**config.mk**
```make
export PLATFORM = sky130hd
export DESIGN_NAME = ph_const_rom
export DESIGN_NICKNAME = d
export VERILOG_FILES = /design/src/source/ph_fp_pkg.sv /design/src/source/ph_const_rom.sv
export SDC_FILE = /design/constraint.sdc
export NUM_CORES = 1
export LEC_CHECK = 0
export ABC_AREA = 1
export BUFFER_PORTS_ARGS = -buffer_cell sky130_fd_sc_hd__buf_4
export CAP_MARGIN = 10
export CORE_MARGIN = 8
export CORE_UTILIZATION = 30
export DETAILED_ROUTE_END_ITERATION = 10
export GPL_TIMING_DRIVEN = 0
export PLACE_DENSITY = 0.67
export SLEW_MARGIN = 25
export SYNTH_ARGS = -nofsm -noshare
export SYNTH_HDL_FRONTEND = slang
export SYNTH_SLANG_ARGS = --single-unit
```
**constraint.sdc**
```tcl
create_clock -name clk -period 0.95 [get_ports clk]
set_clock_uncertainty 0.05 [all_clocks]
set_input_delay 0.0475 -clock clk [delete_from_list [all_inputs] [get_ports clk]]
set_output_delay 0.0475 -clock clk [all_outputs]
set_load 0.1 [all_outputs]
```
**src/source/ph_fp_pkg.sv**
```systemverilog
// Reduction widths and engine types. Exponents above EXP_MAX are rejected and sign is not handled
package ph_fp_pkg;

    // ====================
    // Widths
    // ====================

    // Argument mantissa, integer form of m
    localparam int MANT_W = 64;
    localparam int EXP_W  = 15;
    // Largest exponent the 256-bit 2/pi table covers
    localparam int EXP_MAX = 127;
    // 64-bit mantissa times 256 bits of 2/pi
    localparam int ACC_W = 320;
    // Constant ROM word, sized for an FP80 value
    localparam int ROM_W = 80;

    // ====================
    // Encodings
    // ====================

    // Chunk 0 is the most significant 64 bits of 2/pi
    typedef enum logic [2:0] {
        CHUNK0    = 3'd0,
        CHUNK1    = 3'd1,
        CHUNK2    = 3'd2,
        CHUNK3    = 3'd3,
        PI_OVER_2 = 3'd4
    } rom_addr_e;

    typedef enum logic [2:0] {
        IDLE,
        MUL_CHUNK,
        DRAIN,
        EXTRACT,
        MUL_PI,
        FINISH
    } seq_state_e;

    // x = mant * 2^(exp - 63)
    typedef struct packed {
        logic [MANT_W-1:0] mant;
        logic [EXP_W-1:0]  exp;
    } ph_arg_t;

    // Reduced argument is Q1.63
    typedef struct packed {
        logic [1:0]        quad;
        logic [MANT_W-1:0] frac;
        logic [MANT_W-1:0] reduced;
    } ph_result_t;

endpackage
```
**src/source/ph_const_rom.sv**
```systemverilog
// Constant ROM with one cycle of latency and 256 bits of 2/pi, so exponents beyond 127 lose bits
module ph_const_rom (
    input  logic                         clk,
    input  ph_fp_pkg::rom_addr_e         addr,
    output logic [ph_fp_pkg::ROM_W-1:0]  data
);
    import ph_fp_pkg::*;

    // ====================
    // 2/pi table
    // ====================

    // 2/pi = 0.A2F9836E4E44... in hex, split into 64-bit words
    localparam logic [MANT_W-1:0] TWO_PI_C0 = 64'hA2F9_836E_4E44_1529;
    localparam logic [MANT_W-1:0] TWO_PI_C1 = 64'hFC27_57D1_F534_DDC0;
    localparam logic [MANT_W-1:0] TWO_PI_C2 = 64'hDB62_9599_3C43_9041;
    // Least significant word
    localparam logic [MANT_W-1:0] TWO_PI_C3 = 64'hFE51_63AB_DEBB_C561;

    // pi/2 in FP80
    // Exponent 0x3FFF with explicit integer bit
    localparam logic [ROM_W-1:0] PIO2_FP80 = 80'h3FFF_C90F_DAA2_2168_C235;

    // Zero-extension of a table word
    localparam int PAD_W = ROM_W - MANT_W;

    // ====================
    // Registered read
    // ====================

    always_ff @(posedge clk) begin
        case (addr)
            CHUNK0:    data <= {{PAD_W{1'b0}}, TWO_PI_C0};
            CHUNK1:    data <= {{PAD_W{1'b0}}, TWO_PI_C1};
            CHUNK2:    data <= {{PAD_W{1'b0}}, TWO_PI_C2};
            CHUNK3:    data <= {{PAD_W{1'b0}}, TWO_PI_C3};
            PI_OVER_2: data <= PIO2_FP80;
            // Codes 5 to 7 are unused
            default:   data <= '0;
        endcase
    end

endmodule

```
==> metrics.md <==
| Metric | Value |
|---|---|
| Most numerous cell in the Yosys netlist | `sky130_fd_sc_hd__buf_4` |
| Violations in the final reports | `setup timing` |
| Clock sink total | `26` |
| Setup repair after global routing missed its margin | `true` |
| Placed cell area | `roughly 2000 um^2` |
| Post-DR vias/cell | `a little under 4` |
| Dominant cells by area after synthesis | `sky130_fd_sc_hd__dfxtp_1 (47%), sky130_fd_sc_hd__buf_4 (37%), sky130_fd_sc_hd__nand2_1 (4.8%)` |
| Hold path startpoint | `addr[2]` |
| Registers with the highest flip-flop counts | `data: 26 flops` |
| Worst voltage drop across the vdd grid | `1230 uV` |
| Largest fanout of any net on the critical path | `4` |
| Die height | `around 77 um` |
| Cell chosen for the clock root | `sky130_fd_sc_hd__clkbuf_8` |
| Ports | `84` |
| Placed wire-length estimate | `around 2400 um` |
| Clock transition at path regs | `about 90 ps` |
| Diodes inserted | `0` |
| Kind of path behind the tightest hold check | `input port to flop` |
| Number of antenna violations at the first check in global routing | `0` |
| Maximum achievable frequency | `843 MHz` |
| Clock tree from TritonCTS | `done` |
| Outcome | `finished, violations left` |
| Max reg flops | `26` |
| Sequential cell area in the final layout | `slightly above 600 um^2` |
| Number of distinct library cells after synthesis | `12` |
| Fraction of the yosys area taken by sequential cells | `47.3%` |
| Wire per inst | `around 20 um` |
| Crit path time final | `1190 ps` |
| Max Root-Sink Buffers | `2` |
| Total Power Consumption | `slightly below 5 mW` |
| Leakage power | `1.52 nW` |
| Overall overflow remaining after global route | `0` |
| Final weighted congestion of routability-driven global placement | `approximately 0.67` |
| Critical path class | `flop to output pin` |
| Average cell area after synthesis | `just over 9 um^2` |
| Nets | `approximately 220` |
| Final ANT Viol Nets | `0` |
| Count of cells along the worst hold path | `3` |
| Final WL | `approximately 5300 um` |
| Die width | `approximately 77 um` |
| Final slew viol count | `0` |
| Gate count of the mapped netlist | `120` |
| Starting DRC count in detailed routing | `20` |
| Final Util | `86.8%` |
| Netlist Area Pre-Place | `about 1100 um^2` |
| Signal arrival time at the worst endpoint | `approximately 1100 ps` |
| Max-capacitance violation count | `0` |
| Drt pass-1 iters | `4` |
| CP endpoint kind | `output pin` |
| Inserted Clock Buffers | `3` |
| Final setup fails | `between 50 and 60` |
| Fraction of synthesized cell area taken by the top area cell type | `a little under half` |
| Synth-to-Final Area Change | `184%` |
| Ys Warns | `0` |
| Combined area of the multi-input logic cells | `153 um^2` |
| Number of enable-type register cells in the synthesized netlist | `0` |
| Post-synthesis cell type with the largest combined area | `sky130_fd_sc_hd__dfxtp_1` |
| Worst hold endpoint | `data[46]` |
| Layout cell share with drive strength beyond 1 | `a little over four fifths` |
| Filler Cell Count | `~140` |
| Final critical-path share of the clock period | `125%` |
| Maximum number of pins on one net before global-route repair | `15` |
| Delay of the slowest cell on the worst path | `400 ps` |
| CP Buf/Inv Count | `3` |
| Die footprint | `5860 um^2` |
| Register containing the most flip-flops in the final layout | `data` |
| Critical-path cell list | `clkbuf_16, buf_6, buf_12` |
| Startpoint kind of the worst setup timing path | `flop` |
| Final instance area | `approximately 3100 um^2` |
| Port buffer count | `a little under 80` |
| Vias after detailed routing | `1,023` |
| PnR worst setup slack | `-236 ps` |
| Share of synthesized flip-flops with an asynchronous set or reset | `0%` |
| CP top delay family | `buffers and inverters` |
| Pwr/cell area | `1580 nW/um^2` |
| Starting density of the core | `30.5%` |
| Critical Path Slowest Stage Cell | `sky130_fd_sc_hd__dfxtp_4` |
| Count of endpoints failing hold in the final timing report | `0` |
| Prevailing post-synth register cell | `sky130_fd_sc_hd__dfxtp_1` |
| Final setup TNS | `-6590 ps` |
| Placement Rows | `22` |
| Count of H-tree levels built during CTS | `1` |
| Register bit count reported by yosys | `26` |
| Origin of the worst setup path | `data[76]` |
| Logic depth of the worst setup path including buffers | `3` |
| Wire length of the first global-routing pass | `6560 um` |
| Required @ worst endpoint | `around 850 ps` |
| Residual DRC count | `0` |
| Via count of the first global-routing pass | `1,077` |
| Core Box Area | `around 3600 um^2` |
| GRT Util Overall | `between 10% and 20%` |
| Synth cell count leaders | `sky130_fd_sc_hd__buf_4 (54), sky130_fd_sc_hd__dfxtp_1 (26), sky130_fd_sc_hd__nand2_1 (14), sky130_fd_sc_hd__inv_1 (8), sky130_fd_sc_hd__inv_2 (5)` |
| Post-place setup slack | `~18 ps` |
worst max path at each step:
stage,slack [ps],end
global route,-270,data[71]
detailed placement,20,data[72]
floorplan,-100,data[43]
CTS,-200,data[43]
global placement,20,data[67]
finish,-240,data[71]
worst min-delay path, delay by kind of cell:
family | cells | cell delay [ps]
simple gates | 2 | 150
buf+inv | 1 | 100
cell families after synthesis:
logic type / after synthesis / synth area share [%]
AOI/OAI and AO/OA: 1 / 0.454
buffers and inverters: 67 / 41.3
DFF: 26 / 47.3
other: 1 / 0.341
and+or+nand+nor: 25 / 10.7
layout by cell type, fill, tap and decap left out, drive strengths merged:
cell type	instances
a21oi	1
buf	139
clkbuf	5
conb	4
dfxtp	26
dlygate4sd3	2
dlymetal6s4s	1
inv	13
nand2	17
nand3	3
nor2	5
stage by stage:
step / hold slack (ps) / instances
floorplan: 56.9 / 123
global placement: 197 / 250
detailed placement: 200 / 250
CTS: -41.4 / 259
global route: -5.10 / 264
finish: 10.2 / 264
area by class of cell:
type / count / share of cell area (%)
buffer: 54 / 18.7
multi-input combinational: 30 / 4.88
sequential: 26 / 19.3
timing repair buffer: 89 / 51.8
clock buffer: 4 / 1.76
tap: 48 / 1.92
inverter: 13 / 1.64
repair_timing:
item                                    in CTS  in global routing
hold buffers                                 2                  2
setup buffers                                3                  3
gates cloned                                 0                  1
gates resized for setup                    200                 41
endpoints found under the setup margin      76                 93
endpoints found under the hold margin        4                  3
pin swaps                                    0                  1
report_power, final:
group          switching [mW]  leakage, nW  total (mW)  internal (mW)
Clock                   0.334       0.0288       0.704          0.370
Sequential              0.120        0.229        1.28           1.16
Combinational            1.92         1.26        2.97           1.05
routing by layer:
layer / up-vias / wire length [um] / global-route usage [%]
li1: 487 / - / -
met1: 484 / 2010 / 15.8
met2: 45 / 2920 / 25.2
met3: 7 / 307 / 3.07
met4: 0 / 89 / 5.58
met5: - / 0 / 0
(Power assumes the default switching activity.)
