<file path="config.mk">
export PLATFORM = sky130hd
export DESIGN_NAME = ph_sequencer
export DESIGN_NICKNAME = d
export VERILOG_FILES = /design/src/source/ph_fp_pkg.sv /design/src/source/ph_sequencer.sv
export SDC_FILE = /design/constraint.sdc
export NUM_CORES = 1
export LEC_CHECK = 0
export BUFFER_PORTS_ARGS = -buffer_cell sky130_fd_sc_hd__buf_2
export CORE_MARGIN = 2
export CORE_UTILIZATION = 30
export CTS_CLUSTER_DIAMETER = 40
export DETAILED_ROUTE_END_ITERATION = 12
export PLACE_DENSITY = 0.68
export SLEW_MARGIN = 30
export SYNTH_ARGS = -nofsm -noshare
export SYNTH_HDL_FRONTEND = slang
export SYNTH_SLANG_ARGS = --single-unit
</file>
<file path="constraint.sdc">
create_clock -name clk -period 2 [get_ports clk]
set_input_delay 0.2 -clock clk [delete_from_list [all_inputs] [get_ports clk]]
set_output_delay 0.2 -clock clk [all_outputs]
set_load 0.05 [all_outputs]
</file>
<file path="src/source/ph_fp_pkg.sv">
// Reduction widths and engine types. Exponents above EXP_MAX are rejected and sign is not handled
package ph_fp_pkg;

    // ====================
    // Widths
    // ====================

    // Argument mantissa, integer form of m
    localparam int MANT_W = 64;
    localparam int EXP_W  = 15;
    // Largest exponent the 256-bit 2/pi table covers
    localparam int EXP_MAX = 127;
    // 64-bit mantissa times 256 bits of 2/pi
    localparam int ACC_W = 320;
    // Constant ROM word, sized for an FP80 value
    localparam int ROM_W = 80;

    // ====================
    // Encodings
    // ====================

    // Chunk 0 is the most significant 64 bits of 2/pi
    typedef enum logic [2:0] {
        CHUNK0    = 3'd0,
        CHUNK1    = 3'd1,
        CHUNK2    = 3'd2,
        CHUNK3    = 3'd3,
        PI_OVER_2 = 3'd4
    } rom_addr_e;

    typedef enum logic [2:0] {
        IDLE,
        MUL_CHUNK,
        DRAIN,
        EXTRACT,
        MUL_PI,
        FINISH
    } seq_state_e;

    // x = mant * 2^(exp - 63)
    typedef struct packed {
        logic [MANT_W-1:0] mant;
        logic [EXP_W-1:0]  exp;
    } ph_arg_t;

    // Reduced argument is Q1.63
    typedef struct packed {
        logic [1:0]        quad;
        logic [MANT_W-1:0] frac;
        logic [MANT_W-1:0] reduced;
    } ph_result_t;

endpackage
</file>
<file path="src/source/ph_sequencer.sv">
// Reduction FSM with fixed 8-cycle latency, one argument at a time and no abort
module ph_sequencer (
    input  logic                          clk,
    input  logic                          arst_n,
    input  logic                          start,
    input  logic [ph_fp_pkg::EXP_W-1:0]   arg_exp,
    output logic                          busy,
    output logic                          done,
    output logic                          range_err,
    output ph_fp_pkg::rom_addr_e          rom_addr,
    output logic                          acc_clear,
    output logic                          acc_step,
    output logic                          extract,
    output logic                          pi_step
);
    import ph_fp_pkg::*;

    seq_state_e state;
    // Index of the chunk being addressed
    logic [1:0] chunk;
    logic       arg_ok;

    assign arg_ok = arg_exp <= EXP_W'(EXP_MAX);
    assign busy   = state != IDLE;

    // ====================
    // Microcode outputs
    // ====================

    // Each acc_step consumes the address of the cycle before
    always_comb begin
        rom_addr  = PI_OVER_2;
        acc_clear = 1'b0;
        acc_step  = 1'b0;
        extract   = 1'b0;
        pi_step   = 1'b0;
        case (state)
            IDLE: begin
                // CHUNK0 is prefetched while waiting
                rom_addr  = CHUNK0;
                acc_clear = start && arg_ok;
            end
            MUL_CHUNK: begin
                rom_addr = rom_addr_e'({1'b0, chunk});
                acc_step = 1'b1;
            end
            // Last chunk lands here
            DRAIN:   acc_step = 1'b1;
            EXTRACT: extract  = 1'b1;
            MUL_PI:  pi_step  = 1'b1;
            default: ;
        endcase
    end

    // ====================
    // State register
    // ====================

    always_ff @(posedge clk or negedge arst_n) begin
        if (!arst_n) begin
            state     <= IDLE;
            chunk     <= '0;
            done      <= 1'b0;
            range_err <= 1'b0;
        end else begin
            done      <= 1'b0;
            range_err <= 1'b0;
            case (state)
                IDLE: begin
                    if (start && arg_ok) begin
                        state <= MUL_CHUNK;
                        chunk <= 2'd1;
                    end else if (start) begin
                        // Out of table range
                        done      <= 1'b1;
                        range_err <= 1'b1;
                    end
                end
                MUL_CHUNK: begin
                    if (chunk == 2'd3) begin
                        state <= DRAIN;
                    end
                    chunk <= chunk + 2'd1;
                end
                DRAIN:   state <= EXTRACT;
                EXTRACT: state <= MUL_PI;
                MUL_PI:  state <= FINISH;
                FINISH: begin
                    done  <= 1'b1;
                    state <= IDLE;
                end
                default: state <= IDLE;
            endcase
        end
    end

    assert property (@(posedge clk) disable iff (!arst_n)
        busy |-> rom_addr inside {CHUNK0, CHUNK1, CHUNK2, CHUNK3, PI_OVER_2});

    // Full reduction takes exactly eight cycles
    assert property (@(posedge clk) disable iff (!arst_n)
        state == IDLE && start && arg_ok |-> ##8 (done && !range_err));

endmodule

</file>
==> results.yml, run 1 <==
grt:
  track_usage: 0.120
  grt_pass1_vias: 388
  antenna_found_initial: 0
  grt_pass1_wl_um: 1650
  grt_max_degree: 14
  grt_overflow: 0
synth:
  synth.distinct_cells: 21
  muxShareOfSynthArea: 0
  syn_inst: 44
  yosys.area_share.simple: 0.344
  syn_area_sq_um: 429
  yosysWarnings: 0
  yosysTopAreaCellShare: 0.408
  synth_top_family_by_area: "simple AND/OR/NAND/NOR gates"
  syn_avg_cell_area_sq_um: 9.75
  syn-num-nets: 63
  yosysSeqAreaShare: 0.408
  synthXorXnorAreaFrac: 0
  yosys-top-cells-area: "dfrtp_1 (41%), nor4_4 (9.9%), nand2_1 (5.2%), a21oi_1 (4.7%), a32o_1 (4.7%)"
  yosysTopAreaCell: "dfrtp_1"
  synthAdderAreaFrac: 0.0292
  synth-seq-cells: 7
  synth_compound_area_frac: 0.172
layout:
  final_common_cell: "buf_2"
  drive_gt1_frac: 0.403
  syn_to_final_growth_pct: 34.1
  layout_common_cells: "buf_2 (20), dfrtp_1 (7), nand2_1 (6), a21oi_1 (4)"
  diodes: 0
  fin_nets: 87
  stdcell_count: 82
  fin_area_sq_um: 576
die:
  dieHeight_um: 41.8
  dieArea_sq_um: 1750
  ios: 28
  rows: 13
  design.core.area_sq_um: 1320
  initial_core_util: 0.326
  die_x_um: 41.8
sta:
  setup_viol: 0
  slew_headroom: 0.756
  fin_skew_ns: 0.00561
  period_minus_slack_ns: 1.78
  worstMarginPinSlew_ns: 0.366
  fin_hold_ws_ns: 0.265
  clock.fmax_ghz: 0.560
  hold_violations: 0
  rsz0062_at_grt: "false"
  finalCritPeriodShare: 0.892
  fin_setup_tns_ns: 0
  slew_viol_final: 0
cts:
  cts_resized: 0
  cts_buffers: 3
  cts_tree: "done"
  cts_setup_buffers: 0
  cts.path.max_buffers: 2
  htree_levels: 1
  clock_latency_ns: 0.25
  path_clk_slew_ns: 0.06
  cts-root-buf: "clkbuf_4"
  cts.sinks: 7
critical_path:
  cp_data_arrival_time_ns: 1.58
  cp_max_fo: 13
  rr_startpoint: "state[0]"
  crit_path_start: "state[0]"
  crit_path_start_kind: "register"
  crit_required_ns: 1.80
  crit_type: "register to output pin"
  critical_path.endpoint_type: "output pin"
worst_hold_path:
  hp-start: "arg_exp[13]"
  min_path_type: "primary input to register"
run_status:
  status: "completed"
routing:
  via_count: 403
  remaining_drc_errors: 0
  firstDrtPassIters: 4
  drtIter0Drc: 11
  wirelength_um: 942
  vias_per_cell: 4.91
  antenna_left: 0
  wl_per_cell_um: 11.5
placement:
  place.gp.congestion: 0.721
  dpl-instance-area_sq_um: 539
  dp.cells: 77
  portBuffers: 20
  dp_hpwl_um: 682
power:
  p_leak_nw: 0.316
  vdd_ir_drop_max_uv: 878
  pwr_density_cell_nw_per_um2: 1970
  p_total_mw: 1.13
run:
  cap_violations: 0
==> worst max-delay path, stage by stage (launching register included) <==
cell,delay [ns]
dfrtp_1,0.51
nor2b_1,0.32
nand4_2,0.17
inv_1,0.08
buf_2,0.25
==> flip-flops by register name, summed over array words and instances (netlist names) <==
register	flops
state	3
range_err	1
done	1
chunk	2
==> worst paths after layout <==
path	depth (start not counted)	slack, ns	end
worst max-delay path	4	0.22	acc_clear
worst min-delay path	3	0.27	range_err
worst max register to register	3	0.65	chunk[1]
worst min register to register	2	0.58	chunk[0]
max in group asynchronous	2	1.51	range_err
min in group asynchronous	2	0.32	done
==> where the power goes <==
| group | total [mW] | internal, mW | switching, mW |
|---|---|---|---|
| Sequential | 0.303 | 0.208 | 0.0955 |
| Clock | 0.128 | 0.0761 | 0.0517 |
| Combinational | 0.703 | 0.203 | 0.500 |
| Total | 1.13 | 0.487 | 0.647 |
==> cells by family (layout without fill, tap and decap cells) <==
group / count (synthesis) / count (layout)
adders and majority gates: 1 / 1
DFF: 7 / 7
buffers and inverters: 5 / 28
AOI/OAI and AO/OA: 11 / 11
and+or+nand+nor: 20 / 20
==> synth_stat cells, drive strengths merged <==
master  n
a21boi  1
a21oi   4
a32o    2
and3    2
buf     1
clkbuf  1
dfrtp   7
ha      1
inv     3
nand2   6
nand2b  2
nand3b  1
nand4   1
nor2    3
nor2b   2
nor4    2
o21a    1
o21ai   2
o221ai  1
or3     1
==> layer usage <==
metal	routed length (um)	up-vias	global-route usage
li1	-	203	-
met1	440	183	0.168
met2	439	17	0.181
met3	62	0	0
met4	0	0	0.0774
met5	0	-	0
==> per-stage QoR <==
stage | setup slack (ns) | utilization
finish | 0.215 | 0.437
global route | 0.117 | 0.437
CTS | 0.220 | 0.437
detailed placement | 0.500 | 0.409
global placement | 0.498 | 0.409
floorplan | 0.405 | -
==> layout make-up <==
cell class | instances | area (sq um)
inverter | 3 | 11.3
multi-input combinational | 32 | 234
sequential | 7 | 175
clock buffer | 4 | 26.3
timing repair buffer | 21 | 110
tap | 15 | 18.8
fill | 134 | 742
==> timing repair <==
item	in CTS	in global routing
setup endpoints to repair	0	0
endpoints found under the hold margin	7	0
hold buffers	1	0
(Power assumes the default switching activity.)
==> run 2, diff against run 1 <==
Clock period 2 ns to 1.8 ns, I/O delays scaled along.
==> run 2 against run 1 <==
Critical path depth unchanged. Clock-buffer cell count unchanged. Power increased by 12%. Combinational power increased by 12%. Clock power increased by 13%. Die area unchanged. First-iteration DRC count unchanged. Register-to-register slack got worse by 0.12 ns. Critical path type unchanged. Highest routed layer unchanged.
==> results.yml, run 2 (synthesized netlist as in run 1, its figures left out) <==
cts:
  path_clk_slew_ns: 0.06
  cts_buffers: 3
  cts-root-buf: "clkbuf_4"
  cts_tree: "done"
  htree_levels: 1
  cts.sinks: 7
  cts.path.max_buffers: 2
  cts_setup_buffers: 0
  clock_latency_ns: 0.25
routing:
  vias_per_cell: 4.93
  antenna_left: 0
  wl_per_cell_um: 11.6
  wirelength_um: 953
  firstDrtPassIters: 4
  remaining_drc_errors: 0
  via_count: 404
  drtIter0Drc: 11
die:
  rows: 13
  dieHeight_um: 41.8
  design.core.area_sq_um: 1320
  die_x_um: 41.8
  ios: 28
  initial_core_util: 0.326
  dieArea_sq_um: 1750
layout:
  syn_to_final_growth_pct: 34.7
  reg_top3: "state x3, chunk x2"
  fin_nets: 87
  largest_register_ffs: 3
  drive_gt1_frac: 0.418
  layout_common_cells: "buf_2 (20), dfrtp_1 (7), nand2_1 (6), a21oi_1 (4)"
  final_common_cell: "buf_2"
  regMostFlops: "state"
  diodes: 0
sta:
  setup_viol: 0
  rsz0062_at_grt: "false"
  period_minus_slack_ns: 1.69
  fin_skew_ns: 0.00798
  slew_headroom: 0.745
  hold_violations: 0
  fin_setup_tns_ns: 0
  worstMarginPinSlew_ns: 0.383
  slew_viol_final: 0
  clock.fmax_ghz: 0.593
  finalCritPeriodShare: 0.937
grt:
  use_met1: 0.168
  use_met3: 0
  track_usage: 0.120
  grt_use_met2: 0.181
  antenna_found_initial: 0
  grt_overflow: 0
  grt_max_degree: 14
  top_usage_layer: "met2"
  grt_pass1_vias: 388
  grt_pass1_wl_um: 1650
critical_path:
  cp_cell_sequence: "nor2b_2 > nand4_2 > inv_1 > buf_2"
  crit_path_start_kind: "register"
  critical_path.endpoint_type: "output pin"
  r2r-end: "chunk[1]"
  crit_required_ns: 1.62
  cp_max_fo: 13
  rr_startpoint: "state[0]"
  r2r_slack_ns: 0.53
  reg2regPathDepth: 3
  path_buf_inv: 2
  cp_top_family: "flip-flops"
  crit_path_max_incr_delay_ns: 0.51
  cp_data_arrival_time_ns: 1.51
  crit_path_top_delay_cell: "dfrtp_1"
  crit_type: "register to output pin"
power:
  p_total_mw: 1.27
  vdd_ir_drop_max_uv: 977
  pwr_density_cell_nw_per_um2: 2190
  p_seq_frac: 0.267
  p_leak_nw: 0.317
  switching_power_mw: 0.724
  clkPwrFrac: 0.114
  p_comb_frac: 0.619
  sw_frac_of_total: 0.572
  internal-power_mw: 0.542
worst_hold_path:
  min_path_type: "primary input to register"
  holdPathStages: 3
  whs_endpoint: "range_err"
  hp-start: "arg_exp[13]"
run_status:
  status: "completed"
placement:
  portBuffers: 20
  place.gp.congestion: 0.721
  dp_hpwl_um: 682
run:
  cap_violations: 0
[run 2: worst max path at each step]
stage	from	end	cells past startpoint
after floorplan	state[1]	acc_step	2
after CTS	state[0]	acc_clear	4
after global routing	state[0]	acc_clear	4
after global placement	state[0]	acc_clear	4
after detailed placement	state[0]	acc_clear	4
final	state[0]	acc_clear	4
[run 2: worst min-delay path: cells and delay by family]
family | cells | cell delay [ns]
AO/OA/AOI/OAI | 1 | 0.12
buffers and inverters | 1 | 0.10
AND/OR/NAND/NOR | 1 | 0.05
[run 2: timing repair]
item / CTS / global route
endpoints found under the hold margin: 7 / 0
resized for setup: 0 / 1
setup endpoints to repair: 0 / 1
hold buffers: 1 / 0
[run 2: routing by layer]
layer	vias to the layer above	part of all wire
met2	15	0.46
met4	0	0
met3	0	0.058
met1	187	0.48
met5	-	0
li1	202	-
[run 2: cell type report]
class	count	area, sq um
timing repair buffer	21	110
sequential	7	175
fill	133	739
multi-input combinational	32	236
inverter	3	11.3
tap	15	18.8
clock buffer	4	26.3
[run 2: power by group through the flow]
stage          sequential, mW  combinational [mW]  clock [mW]
4_1_cts                 0.333               0.786       0.146
3_5_place_dp            0.334               0.783           0
6_report                0.338               0.784       0.144
2_1_floorplan           0.351               0.605           0
5_1_grt                 0.355               0.838       0.155
3_3_place_gp            0.331               0.773           0
[run 2: stage by stage]
| step | setup WS [ns] | hold slack [ns] | instances | cell area (sq um) | utilization |
|---|---|---|---|---|---|
| 6_report | 0.114 | 0.245 | 82 | 578 | 0.439 |
| 4_1_cts | 0.0399 | 0.259 | 82 | 576 | 0.437 |
| 2_1_floorplan | 0.225 | -0.116 | 44 | 429 | - |
| 3_3_place_gp | 0.318 | 0.0250 | 77 | 539 | 0.409 |
| 3_5_place_dp | 0.320 | 0.0261 | 77 | 539 | 0.409 |
| 5_1_grt | 0.0306 | 0.255 | 82 | 578 | 0.439 |
